===== src/sdmacPkg.sv =====
`default_nettype none

package sdmacPkg;

    // Data widths
    typedef logic [31:0] wordT;     // Memory bus and FIFO word
    typedef logic [7:0]  byteT;     // Peripheral port byte
    typedef logic [1:0]  regAddrT;  // CPU register select
    typedef logic [3:0]  fifoCntT;  // Holds 0..FIFO_DEPTH
    typedef logic [1:0]  byteIdxT;  // 0 is the most significant byte

    localparam int FIFO_DEPTH = 8;
    localparam int FIFO_PTR_W = $clog2(FIFO_DEPTH);

    // Register map
    localparam regAddrT REG_CONTROL = 2'd0;  // [0] dmaEna [1] dirToMem [2] intEna
    localparam regAddrT REG_STATUS  = 2'd1;  // [0] empty [1] full [2] partial [3] irq
    localparam regAddrT REG_FLUSH   = 2'd2;  // Any write flushes and the data is ignored

    // Peripheral strobe width in clocks
    localparam int IO_PULSE_CYCLES = 3;

    // Words per bus tenure
    localparam int MAX_BURST = 4;

    typedef enum logic [1:0] {
        BUS_IDLE,
        BUS_REQUEST,
        BUS_CYCLE,
        BUS_RELEASE
    } busStateT;

    typedef enum logic [1:0] {
        PORT_IDLE,
        PORT_STROBE,
        PORT_RECOVER
    } portStateT;

endpackage

`default_nettype wire


===== src/sdmacRegs.sv =====
`timescale 1ns/1ns
`default_nettype none

module sdmacRegs import sdmacPkg::*; (
    input  wire     QnCPUCLK,
    input  wire     rstN_i,
    input  wire     regWr_i,
    input  wire     regRd_i,
    input  regAddrT regAddr_i,
    input  wordT    regWData_i,
    output wordT    regRData_o,
    output logic    regRdValid_o,
    input  wire     perIrq_i,
    input  wire     fifoEmpty_i,
    input  wire     fifoFull_i,
    input  wire     partialWord_i,
    output logic    dmaEna_o,
    output logic    dirToMem_o,
    output logic    flush_o,
    output logic    irq_o
);

    logic intEna;
    logic irqPend;    // Chip interrupt one clock behind the pin

    wire ctrlWr  = regWr_i && (regAddr_i == REG_CONTROL);
    wire flushWr = regWr_i && (regAddr_i == REG_FLUSH);

    // Control register and flush pulse
    always_ff @(posedge QnCPUCLK or negedge rstN_i) begin
        if (!rstN_i) begin
            dmaEna_o   <= 1'b0;
            dirToMem_o <= 1'b0;
            intEna     <= 1'b0;
            flush_o    <= 1'b0;
        end else begin
            flush_o <= flushWr;
            if (ctrlWr) begin
                dmaEna_o   <= regWData_i[0];
                dirToMem_o <= regWData_i[1];
                intEna     <= regWData_i[2];
            end
        end
    end

    always_ff @(posedge QnCPUCLK or negedge rstN_i) begin
        if (!rstN_i) begin
            irqPend      <= 1'b0;
            regRdValid_o <= 1'b0;
        end else begin
            irqPend      <= perIrq_i;
            regRdValid_o <= regRd_i;
        end
    end

    // Read data lands together with regRdValid_o
    always_ff @(posedge QnCPUCLK) begin
        if (regRd_i) begin
            case (regAddr_i)
                REG_CONTROL: regRData_o <= {29'd0, intEna, dirToMem_o, dmaEna_o};
                REG_STATUS:  regRData_o <= {28'd0, irqPend, partialWord_i,
                                            fifoFull_i, fifoEmpty_i};
                default:     regRData_o <= '0;   // Flush reads as zero
            endcase
        end
    end

    assign irq_o = irqPend & intEna;

    // Back to back flush writes would collapse two commands into one long pulse
    flushSinglePulse: assert property (@(posedge QnCPUCLK) disable iff (!rstN_i)
        flush_o |=> !flush_o);

endmodule

`default_nettype wire


===== src/byteFifo.sv =====
`timescale 1ns/1ns
`default_nettype none

module byteFifo import sdmacPkg::*; (
    input  wire     QnCPUCLK,
    input  wire     rstN_i,
    input  wire     dirToMem_i,
    input  wire     byteWr_i,
    input  byteT    byteIn_i,
    input  wire     byteRd_i,
    output byteT    byteOut_o,
    input  wire     wordWr_i,
    input  wordT    wordIn_i,
    input  wire     wordRd_i,
    output wordT    wordOut_o,
    input  wire     flush_i,
    output logic    fifoEmpty_o,
    output logic    fifoFull_o,
    output logic    partialWord_o
);

    wordT                  mem [FIFO_DEPTH];
    logic [FIFO_PTR_W-1:0] wrPtr;
    logic [FIFO_PTR_W-1:0] rdPtr;
    fifoCntT               count;
    byteIdxT               byteIdx;  // Shared by packer and unpacker
    wordT                  packReg;  // Bytes gathered toward memory
    wordT                  flushWord;
    wordT                  pushData;
    logic                  flushPush;
    logic                  pushEn;
    logic                  popEn;

    // Partial word only matters when packing toward memory
    assign flushPush = flush_i && dirToMem_i && (byteIdx != 2'd0);

    always_comb begin
        case (byteIdx)
            2'd1:    flushWord = {packReg[31:24], 24'h0};
            2'd2:    flushWord = {packReg[31:16], 16'h0};
            default: flushWord = {packReg[31:8], 8'h0};
        endcase
    end

    assign pushEn   = wordWr_i || (byteWr_i && byteIdx == 2'd3) || flushPush;
    assign popEn    = wordRd_i || (byteRd_i && byteIdx == 2'd3);
    assign pushData = wordWr_i ? wordIn_i :
                      byteWr_i ? {packReg[31:8], byteIn_i} : flushWord;

    // Storage
    always_ff @(posedge QnCPUCLK) begin
        if (pushEn)
            mem[wrPtr] <= pushData;
        if (byteWr_i)
            packReg[{~byteIdx, 3'b000} +: 8] <= byteIn_i;   // Big endian slot
    end

    always_ff @(posedge QnCPUCLK or negedge rstN_i) begin
        if (!rstN_i) begin
            wrPtr   <= '0;
            rdPtr   <= '0;
            count   <= '0;
            byteIdx <= '0;
        end else begin
            if (pushEn)
                wrPtr <= wrPtr + 1'b1;
            if (popEn)
                rdPtr <= rdPtr + 1'b1;
            case ({pushEn, popEn})
                2'b10:   count <= count + 1'b1;
                2'b01:   count <= count - 1'b1;
                default: count <= count;
            endcase
            if (flushPush)
                byteIdx <= '0;
            else if (byteWr_i || byteRd_i)
                byteIdx <= byteIdx + 1'b1;   // Wraps after index 3
        end
    end

    assign wordOut_o     = mem[rdPtr];
    assign byteOut_o     = wordOut_o[{~byteIdx, 3'b000} +: 8];
    assign fifoEmpty_o   = (count == '0);
    assign fifoFull_o    = (count == fifoCntT'(FIFO_DEPTH));
    assign partialWord_o = (byteIdx != 2'd0);

    // Senders check the flags a few cycles ahead of their strobes
    noOverflow: assert property (@(posedge QnCPUCLK) disable iff (!rstN_i)
        pushEn && !popEn |-> !fifoFull_o);

    noUnderflow: assert property (@(posedge QnCPUCLK) disable iff (!rstN_i)
        popEn |-> !fifoEmpty_o);

    oneByteSide: assert property (@(posedge QnCPUCLK) disable iff (!rstN_i)
        !(byteWr_i && byteRd_i));

endmodule

`default_nettype wire


===== src/scsiPortSeq.sv =====
`timescale 1ns/1ns
`default_nettype none

module scsiPortSeq import sdmacPkg::*; (
    input  wire  QnCPUCLK,
    input  wire  rstN_i,
    input  wire  dmaEna_i,
    input  wire  dirToMem_i,
    input  wire  perReq_i,
    output logic perAck_o,
    output logic perRd_o,
    output logic perWr_o,
    input  byteT perRData_i,
    output byteT perWData_o,
    input  wire  fifoEmpty_i,
    input  wire  fifoFull_i,
    input  byteT byteOut_i,
    output logic byteWr_o,
    output byteT byteIn_o,
    output logic byteRd_o
);

    portStateT  state;
    logic [1:0] pulseCnt;
    logic       toMem;      // Direction held for the whole byte
    logic       canMove;

    // Room for a byte toward memory, or a byte ready for the chip
    assign canMove = dirToMem_i ? !fifoFull_i : !fifoEmpty_i;

    always_ff @(posedge QnCPUCLK or negedge rstN_i) begin
        if (!rstN_i) begin
            state    <= PORT_IDLE;
            pulseCnt <= '0;
            toMem    <= 1'b0;
            perAck_o <= 1'b0;
            perRd_o  <= 1'b0;
            perWr_o  <= 1'b0;
        end else begin
            case (state)
                PORT_IDLE: begin
                    if (dmaEna_i && perReq_i && canMove) begin
                        state    <= PORT_STROBE;
                        pulseCnt <= '0;
                        toMem    <= dirToMem_i;
                        perAck_o <= 1'b1;
                        perRd_o  <= dirToMem_i;    // Chip to memory reads the chip
                        perWr_o  <= !dirToMem_i;
                    end
                end
                PORT_STROBE: begin
                    pulseCnt <= pulseCnt + 2'd1;
                    if (pulseCnt == 2'(IO_PULSE_CYCLES - 1)) begin
                        state    <= PORT_RECOVER;
                        perAck_o <= 1'b0;
                        perRd_o  <= 1'b0;
                        perWr_o  <= 1'b0;
                    end
                end
                default: state <= PORT_IDLE;   // Recover lasts one clock
            endcase
        end
    end

    // Byte payloads
    always_ff @(posedge QnCPUCLK) begin
        if (state == PORT_IDLE)
            perWData_o <= byteOut_i;   // Held through the strobe
        if (state == PORT_STROBE && pulseCnt == 2'(IO_PULSE_CYCLES - 1))
            byteIn_o <= perRData_i;    // Sampled in last strobe clock
    end

    assign byteWr_o = (state == PORT_RECOVER) && toMem;
    assign byteRd_o = (state == PORT_RECOVER) && !toMem;

    rdWrExclusive: assert property (@(posedge QnCPUCLK) disable iff (!rstN_i)
        !(perRd_o && perWr_o));

endmodule

`default_nettype wire


===== src/busMasterSm.sv =====
`timescale 1ns/1ns
`default_nettype none

module busMasterSm import sdmacPkg::*; (
    input  wire  QnCPUCLK,
    input  wire  rstN_i,
    input  wire  dmaEna_i,
    input  wire  dirToMem_i,
    input  wire  fifoEmpty_i,
    input  wire  fifoFull_i,
    input  wordT wordOut_i,
    output logic wordRd_o,
    output logic wordWr_o,
    output wordT wordIn_o,
    output logic busReq_o,
    input  wire  busGrant_i,
    output logic own_o,
    output logic dmaEn_o,
    output logic memStrobe_o,
    output logic memRead_o,
    output wordT memWData_o,
    input  wire  memAck_i,
    input  wordT memRData_i
);

    busStateT   state;
    logic [2:0] burstCnt;   // Words acknowledged in this tenure
    logic       haveWork;
    logic       wordDone;

    assign haveWork = dmaEna_i && (dirToMem_i ? !fifoEmpty_i : !fifoFull_i);
    assign wordDone = (state == BUS_CYCLE) && memStrobe_o && memAck_i;

    always_ff @(posedge QnCPUCLK or negedge rstN_i) begin
        if (!rstN_i) begin
            state       <= BUS_IDLE;
            burstCnt    <= '0;
            busReq_o    <= 1'b0;
            own_o       <= 1'b0;
            memStrobe_o <= 1'b0;
            memRead_o   <= 1'b0;
        end else begin
            case (state)
                BUS_IDLE: begin
                    if (haveWork) begin
                        state    <= BUS_REQUEST;
                        busReq_o <= 1'b1;
                    end
                end
                BUS_REQUEST: begin
                    if (busGrant_i) begin
                        state    <= BUS_CYCLE;
                        own_o    <= 1'b1;
                        burstCnt <= '0;
                    end
                end
                BUS_CYCLE: begin
                    if (memStrobe_o) begin
                        // Memory latency stretches this phase
                        if (memAck_i) begin
                            memStrobe_o <= 1'b0;
                            burstCnt    <= burstCnt + 3'd1;
                        end
                    end else if (burstCnt == 3'(MAX_BURST) || !haveWork) begin
                        state    <= BUS_RELEASE;
                        own_o    <= 1'b0;
                        busReq_o <= 1'b0;
                    end else begin
                        memStrobe_o <= 1'b1;
                        memRead_o   <= !dirToMem_i;
                    end
                end
                default: state <= BUS_IDLE;   // One dead clock for the arbiter
            endcase
        end
    end

    // Head word is latched as the strobe starts
    always_ff @(posedge QnCPUCLK) begin
        if (state == BUS_CYCLE && !memStrobe_o)
            memWData_o <= wordOut_i;
    end

    assign wordRd_o = wordDone && dirToMem_i;
    assign wordWr_o = wordDone && !dirToMem_i;
    assign wordIn_o = memRData_i;
    assign dmaEn_o  = own_o;   // Address generator follows bus ownership

    strobeOnlyWhenOwner: assert property (@(posedge QnCPUCLK) disable iff (!rstN_i)
        memStrobe_o |-> own_o);

endmodule

`default_nettype wire


===== src/sdmacTop.sv =====
`timescale 1ns/1ns
`default_nettype none

module sdmacTop import sdmacPkg::*; (
    input  wire     QnCPUCLK,
    input  wire     rstN_i,
    // CPU register port
    input  wire     regWr_i,
    input  wire     regRd_i,
    input  regAddrT regAddr_i,
    input  wordT    regWData_i,
    output wordT    regRData_o,
    output logic    regRdValid_o,
    output logic    irq_o,
    // Memory bus
    output logic    busReq_o,
    input  wire     busGrant_i,
    output logic    own_o,
    output logic    dmaEn_o,
    output logic    memStrobe_o,
    output logic    memRead_o,
    output wordT    memWData_o,
    input  wire     memAck_i,
    input  wordT    memRData_i,
    // SCSI chip port
    input  wire     perReq_i,
    input  wire     perIrq_i,
    output logic    perAck_o,
    output logic    perRd_o,
    output logic    perWr_o,
    input  byteT    perRData_i,
    output byteT    perWData_o
);

    logic dmaEna;
    logic dirToMem;
    logic flush;
    logic fifoEmpty;
    logic fifoFull;
    logic partialWord;
    logic byteWr;
    logic byteRd;
    byteT byteIn;
    byteT byteOut;
    logic wordWr;
    logic wordRd;
    wordT wordIn;
    wordT wordOut;

    sdmacRegs uRegs (
        .QnCPUCLK      (QnCPUCLK),
        .rstN_i        (rstN_i),
        .regWr_i       (regWr_i),
        .regRd_i       (regRd_i),
        .regAddr_i     (regAddr_i),
        .regWData_i    (regWData_i),
        .regRData_o    (regRData_o),
        .regRdValid_o  (regRdValid_o),
        .perIrq_i      (perIrq_i),
        .fifoEmpty_i   (fifoEmpty),
        .fifoFull_i    (fifoFull),
        .partialWord_i (partialWord),
        .dmaEna_o      (dmaEna),
        .dirToMem_o    (dirToMem),
        .flush_o       (flush),
        .irq_o         (irq_o)
    );

    byteFifo uFifo (
        .QnCPUCLK      (QnCPUCLK),
        .rstN_i        (rstN_i),
        .dirToMem_i    (dirToMem),
        .byteWr_i      (byteWr),
        .byteIn_i      (byteIn),
        .byteRd_i      (byteRd),
        .byteOut_o     (byteOut),
        .wordWr_i      (wordWr),
        .wordIn_i      (wordIn),
        .wordRd_i      (wordRd),
        .wordOut_o     (wordOut),
        .flush_i       (flush),
        .fifoEmpty_o   (fifoEmpty),
        .fifoFull_o    (fifoFull),
        .partialWord_o (partialWord)
    );

    scsiPortSeq uPortSeq (
        .QnCPUCLK    (QnCPUCLK),
        .rstN_i      (rstN_i),
        .dmaEna_i    (dmaEna),
        .dirToMem_i  (dirToMem),
        .perReq_i    (perReq_i),
        .perAck_o    (perAck_o),
        .perRd_o     (perRd_o),
        .perWr_o     (perWr_o),
        .perRData_i  (perRData_i),
        .perWData_o  (perWData_o),
        .fifoEmpty_i (fifoEmpty),
        .fifoFull_i  (fifoFull),
        .byteOut_i   (byteOut),
        .byteWr_o    (byteWr),
        .byteIn_o    (byteIn),
        .byteRd_o    (byteRd)
    );

    busMasterSm uBusMaster (
        .QnCPUCLK    (QnCPUCLK),
        .rstN_i      (rstN_i),
        .dmaEna_i    (dmaEna),
        .dirToMem_i  (dirToMem),
        .fifoEmpty_i (fifoEmpty),
        .fifoFull_i  (fifoFull),
        .wordOut_i   (wordOut),
        .wordRd_o    (wordRd),
        .wordWr_o    (wordWr),
        .wordIn_o    (wordIn),
        .busReq_o    (busReq_o),
        .busGrant_i  (busGrant_i),
        .own_o       (own_o),
        .dmaEn_o     (dmaEn_o),
        .memStrobe_o (memStrobe_o),
        .memRead_o   (memRead_o),
        .memWData_o  (memWData_o),
        .memAck_i    (memAck_i),
        .memRData_i  (memRData_i)
    );

endmodule

`default_nettype wire


===== config.mk =====
export PLATFORM = sky130hd
export DESIGN_NAME = sdmacTop
export DESIGN_NICKNAME = d
export VERILOG_FILES = /design/src/sdmacPkg.sv /design/src/sdmacRegs.sv /design/src/byteFifo.sv /design/src/scsiPortSeq.sv /design/src/busMasterSm.sv /design/src/sdmacTop.sv
export SDC_FILE = /design/constraint.sdc
export NUM_CORES = 1
export LEC_CHECK = 0
export BUFFER_PORTS_ARGS = -buffer_cell sky130_fd_sc_hd__buf_2
export CAP_MARGIN = 10
export CORE_ASPECT_RATIO = 2
export CORE_MARGIN = 1.5
export CORE_UTILIZATION = 43
export CTS_BUF_LIST = sky130_fd_sc_hd__clkbuf_16
export DETAILED_ROUTE_END_ITERATION = 7
export SLEW_MARGIN = 20
export SYNTH_ARGS = -nofsm -noshare
export SYNTH_HDL_FRONTEND = slang
export SYNTH_HIERARCHICAL = 1
export SYNTH_SLANG_ARGS = --single-unit

===== constraint.sdc =====
create_clock -name QnCPUCLK -period 7.2 [get_ports QnCPUCLK]
set_input_delay 0.72 -clock QnCPUCLK [delete_from_list [all_inputs] [get_ports QnCPUCLK]]
set_output_delay 0.72 -clock QnCPUCLK [all_outputs]
set_load 0.02 [all_outputs]

==> metrics.md <==
| Metric | Value |
|---|---|
| Initial antenna violation count | 1 |
| FFs w/ async S/R, synth | 0.0954 |
| P_int | 4.28 mW |
| DR vias/cell | between 5 and 6 |
| Combinational power share | 0.280 |
| Post-synth EDFFs | 332 |
| Main combinational cell family by area after synthesis | multiplexers |
| Primary FF master, synth | edfxtp_1 |
| Switching power | 1.98 mW |
| Starting density of the core | 0.438 |
| Setup tns final | 0 ns |
| Grt ovf | 0 |
| Die Y | 268 um |
| Syn avg cell area | 18.1 um^2 |
| Routed wire length | 32.6 mm |
| Cell taking the most area after synthesis | edfxtp_1 |
| Iter 0 DRT Violations | 581 |
| H-Tree Level Count | 1 |
| Area of the multi-input gates | about 0.0037 mm^2 |
| Share of layout cells above drive strength 1 | 0.304 |
| Power Dens Cells | around 370 mW/mm^2 |
| Setup bufs post-CTS | 0 |
| Port Buffers | around 110 |
| Worst-margin pin slew | 0.992 ns |
| Hold Path Class | in -> async |
| Clk_skew | 0.0119 ns |
| Synth top area share | 0.661 |
| RSZ-0062 raised after global routing | false |
| Slew HR | 0.332 |
| Endpoint class of the critical path | register |
| DRC viols | 0 |
| Startpoint class of the critical path | register |
| Drt pass-1 iters | 4 |
| Status | completed |
| FILL cells | around 2,900 |
| Antenna diode count | 0 |
| Core area | 0.0345 mm^2 |
| Synth Instances | 832 |
| Min Tclk post-route | 3.31 ns |
| Clock transition at the registers of the reported paths | 0.07 ns |
| Most common cell after layout, fill and taps aside | edfxtp_1 |
| Max-cap violations | 0 |
| Kind of critical path | reg -> reg |
| Rows | 96 |
| Mux contribution to synthesized area | 0.136 |
| Simple-Gate Fraction of Synth Area | 0.0498 |
| First-pass GRT wire length | between 40 and 50 mm |
| CTS tree | built |
| Leakage | roughly 5.8 nW |
| Crit share post-route | 0.460 |
| Most frequent cells in the layout | edfxtp_1, buf_2, mux4_2 |
| Number of global-route vias before repair | 7,795 |
| Synth area leaders | edfxtp_1, mux4_2, dfrtp_1 |
| FF+latch count, synth | 367 |
| CTS Hold Bufs | 0 |
| Final Hold Viols | 0 |
| PostCTS Resize Cnt | 0 |
| Worst-path fanout max | 50 |
| Clock sinks | 367 |
| Width of the die | 135 um |
| Hpwl dp | 20.3 mm |
| Register area share after synthesis | 0.719 |
| Post-synthesis xor/xnor area fraction | 0.00580 |
| Power share of the clock group | 0.248 |
| Total power | 6.25 mW |
| Area Overhead vs Synth | 11.0% |
| Compound-gate portion of the synthesized area | 0.0313 |
| Slew Viols, Final | 0 |
| Ys Warns | 6 |
| Routed len/inst | ~23 um |
| Max frequency | between 300 and 400 MHz |
| Register share of total power | 0.472 |
| Root buffer cell | clkbuf_16 |
| Worst vdd ir | between 0.2 and 0.25 mV |
| Setup Viol. Count Final | 0 |
| Via count | 7,478 |
| Gpl congestion | 0.755 |
| Die area | ~0.036 mm^2 |
| Switching Share | 0.316 |
| IO Pins | ~160 |
| Post-Syn Area | 0.0151 mm^2 |
| Critical Path RT | around 7.7 ns |
| Skew-Pair Late Insertion Delay | 0.57 ns |
| Final ANT Viol Nets | 0 |
| Adder and majority gate portion of the synthesized area | 0.0141 |
| Worst-case clock buffer depth | 3 |
| FF/Latch Area | 0.0109 mm^2 |
| Tot GR Track Use | 0.183 |
| Synth cell types | 52 |
| Arrival time at the worst endpoint | around 3.8 ns |
| Largest net degree at the start of global routing | 65 |
| CTS buffer count | 31 |
| Final core utilization | 0.486 |
| Nets@finish | 1,024 |
-- metal layers --
layer  track usage  vias up  share of wire
li1              -     3329              -
met5             0        -        0.00037
met4        0.0799        2          0.041
met1         0.216     3876           0.39
met2         0.333      207           0.53
met3        0.0230       64          0.041
-- sequential cells by signal, indices dropped and copies added, names as in the netlist, 2 cells and up --
signal / cells
uFifo/mem: 256
uBusMaster/memWData_o: 32
uFifo/packReg: 24
uPortSeq/byteIn_o: 8
uPortSeq/perWData_o: 8
uFifo/count: 4
uRegs/regRData_o: 4
uBusMaster/burstCnt: 3
uFifo/rdPtr: 3
uFifo/wrPtr: 3
uBusMaster/state: 2
uFifo/byteIdx: 2
uPortSeq/pulseCnt: 2
uPortSeq/state: 2
-- power by group through the flow --
| stage | Clock [mW] | Sequential (mW) | Combinational [mW] |
|---|---|---|---|
| after global placement | 0 | 3.00 | 1.75 |
| after global routing | 1.67 | 2.99 | 1.89 |
| after floorplan | 0 | 3.03 | 1.19 |
| after detailed placement | 0 | 3.01 | 1.78 |
| final | 1.55 | 2.95 | 1.75 |
| after CTS | 1.59 | 2.96 | 1.79 |
-- worst max-delay path, stage by stage (launching register included) --
cell	delay (ns)
dfrtp_1	0.38
inv_1	0.09
ha_1	0.25
nand3_1	0.20
nor2_4	0.04
buf_4	0.31
a211oi_2	0.74
ha_1	0.38
nor4bb_1	0.25
a211oi_1	0.08
a211oi_1	0.31
xor2_1	0.19
-- metrics by stage --
step                      setup slack [ns]  cells  hold WS, ns  cell area (um^2)
after floorplan                       2.41    859        0.424             15200
after global placement                3.85   1333        0.455             15800
after detailed placement              3.76   1333        0.457             15800
after CTS                             3.84   1389        0.224             16800
after global routing                  3.67   1389        0.227             16800
final                                 3.89   1389        0.249             16800
-- final timing paths --
| kind | from | endpoint | slack, ns | cells past startpoint |
|---|---|---|---|---|
| setup / recovery | uBusMaster/state[0] | uFifo/count[3] | 3.89 | 11 |
| hold / removal | rstN_i | uBusMaster/state[0] | 0.25 | 1 |
| setup reg to reg | uBusMaster/state[0] | uFifo/count[3] | 3.89 | 11 |
| hold reg to reg | uFifo/rdPtr[2] | uFifo/rdPtr[2] | 0.47 | 1 |
| max in group asynchronous | rstN_i | uFifo/rdPtr[0] | 6.34 | 1 |
| min in group QnCPUCLK | perIrq_i | uRegs/irqPend | 0.25 | 1 |
-- cells by family after synthesis --
family          Yosys count
flops                   367
fa+ha+maj                17
xor+xnor                 10
other cells               1
compound gates           72
buf+inv                 102
mux                     118
simple gates            145
-- cell type report --
class,count,share of cell area
clock inverters,25,0.00829
flip-flops and latches,367,0.648
repair buffers,121,0.0384
inverters,14,0.00314
clock buffers,31,0.0463
well taps,441,0.0329
multi-input cells,390,0.223
-- Yosys cell counts (all sizes together) (2+ instances only) --
library cell,instances
a211oi,4
a21oi,6
a22o,9
and2,28
and3b,3
buf,75
clkbuf,13
dfrtp,35
edfxtp,332
ha,17
inv,14
mux2,48
mux2i,6
mux4,64
nand2,55
nand2b,8
nand3,3
nand4bb,2
nor2,27
nor2b,2
nor3,8
nor3b,4
nor4,2
o21ai,25
o22ai,17
xnor2,6
xor2,4
No activity file was read; power rests on OpenSTA's default activity.
